**src/include/axi_defs.svh**
```systemverilog
/* Bus widths, SRAM depth, command length limit and burst page size
   for the AXI burst subsystem */

`ifndef AXI_DEFS_SVH
`define AXI_DEFS_SVH

// Byte address and data widths
`define AXI_ADDR_WIDTH 32
`define AXI_DATA_WIDTH 32

// 8 KB of 32-bit words, two pages
`define SRAM_WORDS 2048

// Longest command in words
`define MAX_CMD_LEN 16

// No burst may cross this boundary
`define PAGE_BYTES 4096

`endif

```
**src/logic/axi_pkg.sv**
```systemverilog
/* AXI burst type and response encodings shared by
   the master, the slave and the bus checker */

package axi_pkg;

    typedef enum logic [1:0]
    {
        BURST_FIXED = 2'b00,
        BURST_INCR  = 2'b01,
        BURST_WRAP  = 2'b10
    } axi_burst_t;

    typedef enum logic [1:0]
    {
        RESP_OKAY   = 2'b00,
        RESP_EXOKAY = 2'b01,
        RESP_SLVERR = 2'b10,
        RESP_DECERR = 2'b11
    } axi_resp_t;

endpackage

```
**src/logic/axi_burst_engine.sv**
```systemverilog
/* AXI master burst engine that turns write and read commands
   into INCR bursts that never cross a page boundary */
`timescale 1ns/1ps
`include "axi_defs.svh"

module axi_burst_engine (
    input  logic                          clk,
    input  logic                          reset,
    input  logic                          cmd_start,
    input  logic                          cmd_write,
    input  logic [`AXI_ADDR_WIDTH-1:0]    cmd_addr,
    input  logic [$clog2(`MAX_CMD_LEN):0] cmd_len,
    input  logic [`AXI_DATA_WIDTH-1:0]    cmd_pattern,
    output logic                          busy,
    output logic                          done,
    output logic                          error,
    output logic                          rd_valid,
    output logic [`AXI_DATA_WIDTH-1:0]    rd_data,
    output logic                          awvalid,
    input  logic                          awready,
    output logic [`AXI_ADDR_WIDTH-1:0]    awaddr,
    output logic [7:0]                    awlen,
    output logic [2:0]                    awsize,
    output axi_pkg::axi_burst_t           awburst,
    output logic                          wvalid,
    input  logic                          wready,
    output logic [`AXI_DATA_WIDTH-1:0]    wdata,
    output logic                          wlast,
    input  logic                          bvalid,
    output logic                          bready,
    input  axi_pkg::axi_resp_t            bresp,
    output logic                          arvalid,
    input  logic                          arready,
    output logic [`AXI_ADDR_WIDTH-1:0]    araddr,
    output logic [7:0]                    arlen,
    output logic [2:0]                    arsize,
    output axi_pkg::axi_burst_t           arburst,
    input  logic                          rvalid,
    output logic                          rready,
    input  logic [`AXI_DATA_WIDTH-1:0]    rdata,
    input  axi_pkg::axi_resp_t            rresp,
    input  logic                          rlast
);
    import axi_pkg::*;

    localparam int PAGE_BITS = $clog2(`PAGE_BYTES);
    localparam int LEN_BITS = $clog2(`MAX_CMD_LEN) + 1;

    typedef enum logic [2:0] {S_IDLE, S_ADDR, S_WDATA, S_WRESP, S_RDATA} state_t;

    state_t                     state;
    logic                       is_write;
    logic [`AXI_ADDR_WIDTH-1:0] addr;
    logic [LEN_BITS-1:0]        remaining;
    logic [LEN_BITS-1:0]        beat_idx;
    logic [LEN_BITS-1:0]        burst_left;
    logic [`AXI_DATA_WIDTH-1:0] pattern;
    logic                       err_acc;
    logic [PAGE_BITS:0]         words_to_page;
    logic [LEN_BITS-1:0]        burst_words;

    // Next burst stops at the page boundary or the end of the command
    assign words_to_page = (PAGE_BITS + 1)'(`PAGE_BYTES / 4)
        - (PAGE_BITS + 1)'(addr[PAGE_BITS-1:2]);
    assign burst_words = (words_to_page < (PAGE_BITS + 1)'(remaining))
        ? words_to_page[LEN_BITS-1:0] : remaining;

    assign busy = state != S_IDLE;

    assign awvalid = state == S_ADDR && is_write;
    assign arvalid = state == S_ADDR && !is_write;
    assign awaddr = addr;
    assign araddr = addr;
    assign awlen = 8'(burst_words) - 8'd1;
    assign arlen = 8'(burst_words) - 8'd1;
    assign awsize = 3'd2;
    assign arsize = 3'd2;
    assign awburst = BURST_INCR;
    assign arburst = BURST_INCR;

    // Data counts across the whole command, not per burst
    assign wvalid = state == S_WDATA;
    assign wdata = pattern + `AXI_DATA_WIDTH'(beat_idx);
    assign wlast = burst_left == LEN_BITS'(1);
    assign bready = state == S_WRESP;
    assign rready = state == S_RDATA;

    always_ff @(posedge clk, posedge reset)
    begin
        if (reset)
        begin
            state <= S_IDLE;
            is_write <= 1'b0;
            addr <= '0;
            remaining <= '0;
            beat_idx <= '0;
            burst_left <= '0;
            pattern <= '0;
            err_acc <= 1'b0;
            done <= 1'b0;
            error <= 1'b0;
            rd_valid <= 1'b0;
        end
        else
        begin
            done <= 1'b0;
            rd_valid <= 1'b0;
            case (state)
                S_IDLE:
                begin
                    if (cmd_start)
                    begin
                        is_write <= cmd_write;
                        addr <= cmd_addr;
                        remaining <= cmd_len;
                        beat_idx <= '0;
                        pattern <= cmd_pattern;
                        err_acc <= 1'b0;
                        state <= S_ADDR;
                    end
                end

                S_ADDR:
                begin
                    if ((awvalid && awready) || (arvalid && arready))
                    begin
                        burst_left <= burst_words;
                        state <= is_write ? S_WDATA : S_RDATA;
                    end
                end

                S_WDATA:
                begin
                    if (wready)
                    begin
                        addr <= addr + `AXI_ADDR_WIDTH'(4);
                        remaining <= remaining - LEN_BITS'(1);
                        beat_idx <= beat_idx + LEN_BITS'(1);
                        burst_left <= burst_left - LEN_BITS'(1);
                        if (wlast)
                            state <= S_WRESP;
                    end
                end

                S_WRESP:
                begin
                    if (bvalid)
                    begin
                        err_acc <= err_acc | (bresp != RESP_OKAY);
                        if (remaining == '0)
                        begin
                            done <= 1'b1;
                            error <= err_acc | (bresp != RESP_OKAY);
                            state <= S_IDLE;
                        end
                        else
                            state <= S_ADDR;
                    end
                end

                S_RDATA:
                begin
                    if (rvalid)
                    begin
                        rd_valid <= 1'b1;
                        err_acc <= err_acc | (rresp != RESP_OKAY);
                        addr <= addr + `AXI_ADDR_WIDTH'(4);
                        remaining <= remaining - LEN_BITS'(1);
                        if (rlast && remaining == LEN_BITS'(1))
                        begin
                            done <= 1'b1;
                            error <= err_acc | (rresp != RESP_OKAY);
                            state <= S_IDLE;
                        end
                        else if (rlast)
                            state <= S_ADDR;
                    end
                end

                default:
                    state <= S_IDLE;
            endcase
        end
    end

    always_ff @(posedge clk)
    begin
        if (rvalid && rready)
            rd_data <= rdata;
    end

    // Write data only starts after the address has been taken by the slave
    a_w_after_aw: assert property (@(posedge clk) disable iff (reset)
        $rose(wvalid) |-> $past(awvalid && awready))
        else $error("wvalid raised without a preceding AW transfer");

endmodule

```
**config.mk**
```make
export PLATFORM = sky130hd
export DESIGN_NAME = axi_burst_engine
export DESIGN_NICKNAME = d
export VERILOG_FILES = /design/src/logic/axi_pkg.sv /design/src/logic/axi_burst_engine.sv
export VERILOG_INCLUDE_DIRS = /design/src /design/src/include
export SDC_FILE = /design/constraint.sdc
export NUM_CORES = 1
export LEC_CHECK = 0
export BUFFER_PORTS_ARGS = -buffer_cell sky130_fd_sc_hd__buf_2
export CAP_MARGIN = 20
export CORE_MARGIN = 1.5
export CORE_UTILIZATION = 41
export CTS_CLUSTER_SIZE = 28
export DETAILED_ROUTE_END_ITERATION = 12
export GPL_TIMING_DRIVEN = 0
export HOLD_SLACK_MARGIN = 0.12
export PLACE_DENSITY = 0.73
export REMOVE_ABC_BUFFERS = 1
export SLEW_MARGIN = 5
export SYNTH_ARGS = -nofsm -noshare
export SYNTH_HDL_FRONTEND = slang
export SYNTH_SLANG_ARGS = --single-unit
```
**constraint.sdc**
```tcl
create_clock -name clk -period 7.2 [get_ports clk]
set_clock_uncertainty 0.15 [all_clocks]
set_input_delay 0.72 -clock clk [delete_from_list [all_inputs] [get_ports clk]]
set_output_delay 0.72 -clock clk [all_outputs]
set_load 0.01 [all_outputs]
```
==> results.json, run 1 <==
{
  "drv_cap": 0,
  "synthAdderAreaFrac_pct": 3.269,
  "synthFlopType": "dfrtp_1",
  "synth_xor_xnor_area_share_pct": 4.904,
  "die_h_microns": 134.8,
  "row_count": 47,
  "min_period_ns": 5.550,
  "fin_cells": 1167,
  "cts_max_level": 4,
  "gp_congestion": 0.8998,
  "synth_edf_count": 32,
  "synthSimpleGateAreaFrac_pct": 15.19,
  "fin_nets": 1066,
  "timing.rr.start": "araddr[2]$_DFFE_PP0P_",
  "cts_tree": "yes",
  "dp.cells": 1133,
  "hp-class": "input pin to async pin",
  "crit_end": "arlen[4]",
  "synth_top_family_by_area": "compound AO/OA/AOI/OAI gates",
  "cellLeakagePower_nw": 4.023,
  "clk_latency_ns": 0.43,
  "fin_setup_tns_ns": 0,
  "dp_hpwl_microns": 14330,
  "die-area_sq_mm": 0.01816,
  "cts_resized": 0,
  "rrSetupSlack_ns": 3.83,
  "synth_area_sq_mm": 0.007118,
  "clockBufferDepth": 2,
  "worstSetupStartpoint": "araddr[2]$_DFFE_PP0P_",
  "min_period_over_period_pct": 77.09,
  "first_iter_violations": 469,
  "synthArstFlopShare_pct": 73.11,
  "ys_ff_latch": 119,
  "fp.dieW_microns": 134.8,
  "grt_pass1_vias": 5925,
  "core_sq_mm": 0.01676,
  "whs_ns": 0.1940,
  "cts_hold_buf": 0,
  "rr_worst_depth": 8,
  "seqPwrFrac_pct": 31.1,
  "synthToLayoutAreaGrowth_pct": 26.65,
  "crit_arrival_ns": 4.68,
  "initial_core_util_pct": 42.47,
  "wirelength_microns": 19400,
  "cts_buffers": 17,
  "ys_types": 66,
  "setup_violations": 0,
  "cp-end-kind": "output port",
  "cts.clk_slew.worst_paths_ns": 0.06,
  "final_util_pct": 53.79,
  "pwr_density_cell_mw_per_mm2": 465.7,
  "synth_compound_area_share_pct": 15.64,
  "p_comb_share_pct": 47.9,
  "yosysWarnings": 0,
  "grt_max_degree": 51,
  "pwr-share-clk_pct": 21.0,
  "grtUsageTotal_pct": 21.24,
  "slew_violations": 0,
  "drive_above_1_share_pct": 37.63,
  "synth_cells": 721,
  "critPathLaunchType": "flip-flop",
  "drcViolationCount": 0,
  "worstSetupPathType": "flip-flop to output port",
  "ys_seq_area_share_pct": 44.09,
  "max_clock_freq_ghz": 0.1802,
  "io_pins": 279,
  "status": "completed",
  "cts_root_buf": "clkbuf_16",
  "first_pass_iters": 5,
  "grt_remaining_overflow": 0,
  "antenna_found_initial": 1,
  "wl_per_cell_microns": 16.63,
  "post-cts-setup-buffer-count": 0,
  "via_count": 6343,
  "switching_share_pct": 43.38,
  "ant_nets": 0,
  "reg2reg_to": "burst_left[0]$_DFFE_PP0P_",
  "hold_viol_final": 0,
  "cts_sinks": 119,
  "p_int_w": 0.002377,
  "placed_area_sq_mm": 0.008374,
  "muxShareOfSynthArea_pct": 7.664,
  "port_buffers": 268,
  "crit_required_ns": 6.33,
  "finalInstanceArea_sq_mm": 0.009015,
  "vias_per_cell": 5.435,
  "grt_pass1_wl_microns": 30430,
  "avgSynthCellArea_sq_um": 9.873,
  "worst_slew_pin_slew_ns": 1.109,
  "p_switching_w": 0.001821,
  "ir_worst_vdd_mv": 0.3232,
  "relSlewSlack_pct": 26.07,
  "rsz0062_at_grt": "no",
  "crit_fanout": 12
}
-- logic make-up (layout without fill, tap and decap cells) --
group                      count (synthesis)  after routing
AOI/OAI and AO/OA                        170            170
DFF                                      119            119
xor gates and xnor gates                  39             39
other                                      2             11
adders and majority gates                 18             18
and+or+nand+nor                          205            205
buffers and inverters                    119            336
muxes                                     49             49
-- critical path: stages, from the launching register on --
cell,delay (ns)
dfrtp_1,0.59
inv_1,0.15
ha_1,0.29
xnor2_1,0.34
ha_1,0.32
o211a_1,0.27
a221oi_4,0.55
mux2i_1,0.45
ha_1,0.26
or3b_2,0.45
mux2_4,0.28
xor2_2,0.15
buf_2,0.16
-- power by group through the flow --
stage	clock network, W	logic (W)	registers (W)
after global routing	0.000929	0.00221	0.00135
after CTS	0.000900	0.00200	0.00130
after floorplan	0	0.00120	0.00132
after detailed placement	0	0.00199	0.00132
final	0.000881	0.00201	0.00131
after global placement	0	0.00194	0.00130
-- through the flow --
step / setup WS [ns] / total power [W]
after CTS: 1.616 / 0.004204
after global routing: 1.324 / 0.004496
after global placement: -1.528 / 0.003241
after floorplan: 1.671 / 0.002519
after detailed placement: 2.086 / 0.003305
final: 1.650 / 0.004198
-- state kept, by name, summed over array words and instances, names as in the netlist --
name        flops
beat_idx        5
rd_valid        1
state           3
araddr         32
err_acc         1
error           1
burst_left      5
remaining       5
pattern        32
rd_data        32
is_write        1
done            1
-- layer usage --
metal	wire (microns)	GRT usage [%]	vias up
met5	0	0	-
met4	240	6.392	0
met3	1626	5.668	20
met2	9393	36.10	297
met1	8142	26.49	3002
li1	-	-	3024
-- Yosys cell counts, drive strengths merged, types with 3 or more instances --
| library cell | number | share of area, % |
|---|---|---|
| nand4 | 18 | 1.6 |
| nor4 | 5 | 0.44 |
| edfxtp | 32 | 13 |
| xor2 | 15 | 2.0 |
| and4 | 7 | 0.86 |
| nor3b | 3 | 0.32 |
| and2 | 7 | 0.62 |
| inv | 29 | 1.5 |
| mux2 | 41 | 6.5 |
| a21oi | 44 | 3.1 |
| a41oi | 4 | 0.49 |
| o22a | 3 | 0.37 |
| a21boi | 3 | 0.32 |
| o31ai | 6 | 0.63 |
| mux2i | 8 | 1.1 |
| a31oi | 5 | 0.44 |
| nand3b | 3 | 0.32 |
| a2bb2oi | 11 | 1.4 |
| xnor2 | 24 | 3.0 |
| o211ai | 10 | 1.1 |
| buf | 58 | 5.9 |
| a22oi | 4 | 0.42 |
| clkbuf | 32 | 1.7 |
| nor4b | 3 | 0.37 |
| ha | 17 | 3.0 |
| o2111ai | 5 | 0.62 |
| o21ai | 41 | 2.9 |
| and3 | 13 | 1.1 |
| nor2b | 4 | 0.35 |
| nand2b | 4 | 0.35 |
| o22ai | 11 | 0.97 |
| nand2 | 41 | 2.2 |
| a211oi | 3 | 0.32 |
| nor2 | 38 | 2.0 |
| or4 | 5 | 0.63 |
| dfrtp | 87 | 31 |
| nor3 | 22 | 1.5 |
| nand3 | 27 | 1.9 |
-- layout make-up --
type                    instances  area (sq um)
multi-input cells             491          3386
flip-flops and latches        119          3138
well taps                     220         275.3
inverters                      29         111.4
fillers                      1549          7745
diodes                          1         2.502
repair buffers                275          1491
clock inverters                15         185.2
clock buffers                  17         425.4
-- placed cells by master (no fill, tap or decap), drive strengths merged, types with 8 or more instances in the layout --
master / count
xnor2: 24
nor3: 22
mux2i: 8
edfxtp: 32
o21ai: 41
dfrtp: 87
buf: 275
xor2: 15
ha: 17
nand2: 41
o211ai: 10
inv: 38
and3: 13
nand4: 18
clkbuf: 17
conb: 10
a2bb2oi: 11
nor2: 38
a21oi: 44
o22ai: 11
nand3: 27
mux2: 41
-- worst min path at each step --
stage	slack, ns	to	cells past startpoint
3_5_place_dp	0.35	pattern[17]$_DFFE_PP0P_	1
3_3_place_gp	0.34	error$_DFFE_PP0P_	1
5_1_grt	0.22	rd_valid$_DFF_PP0_	2
4_1_cts	0.20	rd_valid$_DFF_PP0_	2
6_report	0.19	rd_valid$_DFF_PP0_	2
2_1_floorplan	0.33	pattern[17]$_DFFE_PP0P_	1
(Power assumes the default switching activity.)
==> run 2: changes to the inputs <==
clock period = 5.2 ns   (was 7.2 ns; I/O delays follow)
==> run 2 against run 1 <==
Utilization grew 1.9 points. Worst setup slack worse by 1.4 ns. Critical path depth stayed put. Cell area increased by 3.5%. Sequential cell count stayed put. Final cell count up 2.6%. Hold slack lost 0.062 ns. Wire length is 2.1% higher. Combinational power up 42%. Clock power grew 38%. Count of clock-buffer cells in the layout unchanged. Register-to-register slack got worse by 2.0 ns. Critical endpoint unchanged. Largest cell class unchanged. Largest power group unchanged.
==> results.json, run 2 (same netlist as run 1, synthesis figures left out) <==
{
  "layout_setup_ws_ns": 0.2108,
  "fin_total_pwr_w": 0.005885,
  "relSlewSlack_pct": 24.72,
  "drv_cap": 0,
  "hp-class": "input pin to flip-flop",
  "crit_chain": "inv_1, ha_1, xnor2_1, ha_1, o211a_1, a221oi_4, mux2i_2, ha_1, or3b_2, mux2_4, xor2_2, buf_2",
  "io_pins": 279,
  "fp.dieW_microns": 134.8,
  "initial_core_util_pct": 42.47,
  "final_cell_mix": "buf_2, dfrtp_1, a21oi_1",
  "cts.clk_slew.worst_paths_ns": 0.06,
  "min_period_ns": 4.989,
  "crit_required_ns": 4.53,
  "cts_sinks": 119,
  "critPathTopFamily": "adder cells",
  "core_sq_mm": 0.01676,
  "grt_pass1_wl_microns": 31000,
  "wl_per_cell_microns": 16.55,
  "max_clock_freq_ghz": 0.2004,
  "dp_hpwl_microns": 14330,
  "pwr_density_cell_mw_per_mm2": 630.9,
  "final_common_cell": "buf_2",
  "slew_violations": 0,
  "synthToLayoutAreaGrowth_pct": 31.04,
  "ir_worst_vdd_mv": 0.4007,
  "critPathLaunchType": "flip-flop",
  "first_iter_violations": 469,
  "cellLeakagePower_nw": 4.155,
  "grt_pass1_vias": 6063,
  "ant_nets": 0,
  "first_pass_iters": 5,
  "whs_ns": 0.1315,
  "cts_buffers": 17,
  "cpMostUsedCell": "ha_1",
  "place_ws_ns": 0.2859,
  "crit_fanout": 12,
  "cp-end-kind": "output port",
  "status": "completed",
  "cts_root_buf": "clkbuf_16",
  "fin_nets": 1096,
  "gp_congestion": 0.8998,
  "grtUsageTotal_pct": 21.63,
  "row_count": 47,
  "grt_remaining_overflow": 0,
  "cts_tree": "yes",
  "clockBufferDepth": 2,
  "antenna_found_initial": 1,
  "via_count": 6453,
  "die_h_microns": 134.8,
  "port_buffers": 268,
  "crit_arrival_ns": 4.32,
  "die-area_sq_mm": 0.01816,
  "setup_violations": 0,
  "fin_setup_tns_ns": 0,
  "slowest_stage": "dfrtp_2",
  "wirelength_microns": 19810,
  "drcViolationCount": 0,
  "clk_latency_ns": 0.43,
  "crit_buf_inv": 2,
  "min_period_over_period_pct": 95.95,
  "worst_slew_pin_slew_ns": 1.129,
  "drive_above_1_share_pct": 37.30,
  "vias_per_cell": 5.391,
  "worstSetupPathType": "flip-flop to output port",
  "slowest_delay_ns": 0.52,
  "cts_max_level": 4,
  "hold_viol_final": 0,
  "grt_max_degree": 51
}
## run 2: cell count changes in the layout (fill, tap and decap cells not counted)
| cell | previous run | this run |
|---|---|---|
| dlygate4sd3_1 | 0 | 26 |
| buf_4 | 1 | 5 |
| mux2i_1 | 8 | 6 |
| dfrtp_1 | 87 | 86 |
| dfrtp_2 | 0 | 1 |
| mux2i_2 | 0 | 1 |
| mux2i_4 | 0 | 1 |
| nor3b_1 | 3 | 2 |
| nor3b_2 | 0 | 1 |
## run 2: through the flow
step | utilization, % | area (sq um) | instances
4_1_cts | 55.17 | 9246 | 1191
3_3_place_gp | 49.06 | 8223 | 1127
3_5_place_dp | 49.97 | 8374 | 1133
6_report | 55.66 | 9328 | 1197
5_1_grt | 55.64 | 9325 | 1196
2_1_floorplan | - | 6606 | 639
## run 2: where the power goes
part           switching (W)  internal [W]  leakage [nW]
logic                0.00155       0.00129          2.54
registers           0.000505       0.00131          1.31
clock network       0.000492      0.000729         0.299
total                0.00255       0.00334          4.16
## run 2: layer usage
layer / vias up / track usage (%) / wire, microns
met5: - / 0 / 0
met3: 18 / 5.593 / 1604
met4: 0 / 6.392 / 230
met1: 3061 / 26.66 / 8340
met2: 285 / 37.32 / 9633
li1: 3089 / - / -
## run 2: final cells by class
cell class / count / area [sq um]
Inverter: 29 / 111.4
Clock buffer: 17 / 425.4
Antenna cell: 1 / 2.502
Clock inverter: 15 / 185.2
Sequential cell: 119 / 3139
Fill cell: 1516 / 7432
Tap cell: 220 / 275.3
Multi-Input combinational cell: 491 / 3407
Timing Repair Buffer: 305 / 1782
## run 2: worst paths after layout
| check | from | to | slack, ns | cells after the start |
|---|---|---|---|---|
| max | araddr[2]$_DFFE_PP0P_ | arlen[4] | 0.21 | 12 |
| min | rdata[9] | rd_data[9]$_DFFE_PP_ | 0.13 | 1 |
| max reg2reg | araddr[2]$_DFFE_PP0P_ | burst_left[2]$_DFFE_PP0P_ | 1.87 | 9 |
| min reg2reg | pattern[17]$_DFFE_PP0P_ | pattern[17]$_DFFE_PP0P_ | 0.36 | 1 |
| max in group asynchronous | reset | araddr[2]$_DFFE_PP0P_ | 3.67 | 4 |
| min in group asynchronous | reset | rd_valid$_DFF_PP0_ | 0.58 | 3 |
## run 2: what timing repair did
item	4_1_cts	5_1_grt
setup endpoints to repair	2	2
gates cloned	0	0
hold endpoints to repair	61	1
hold buffers	25	1
pin swaps	1	0
gates resized for setup	1	4
buffers inserted	1	3
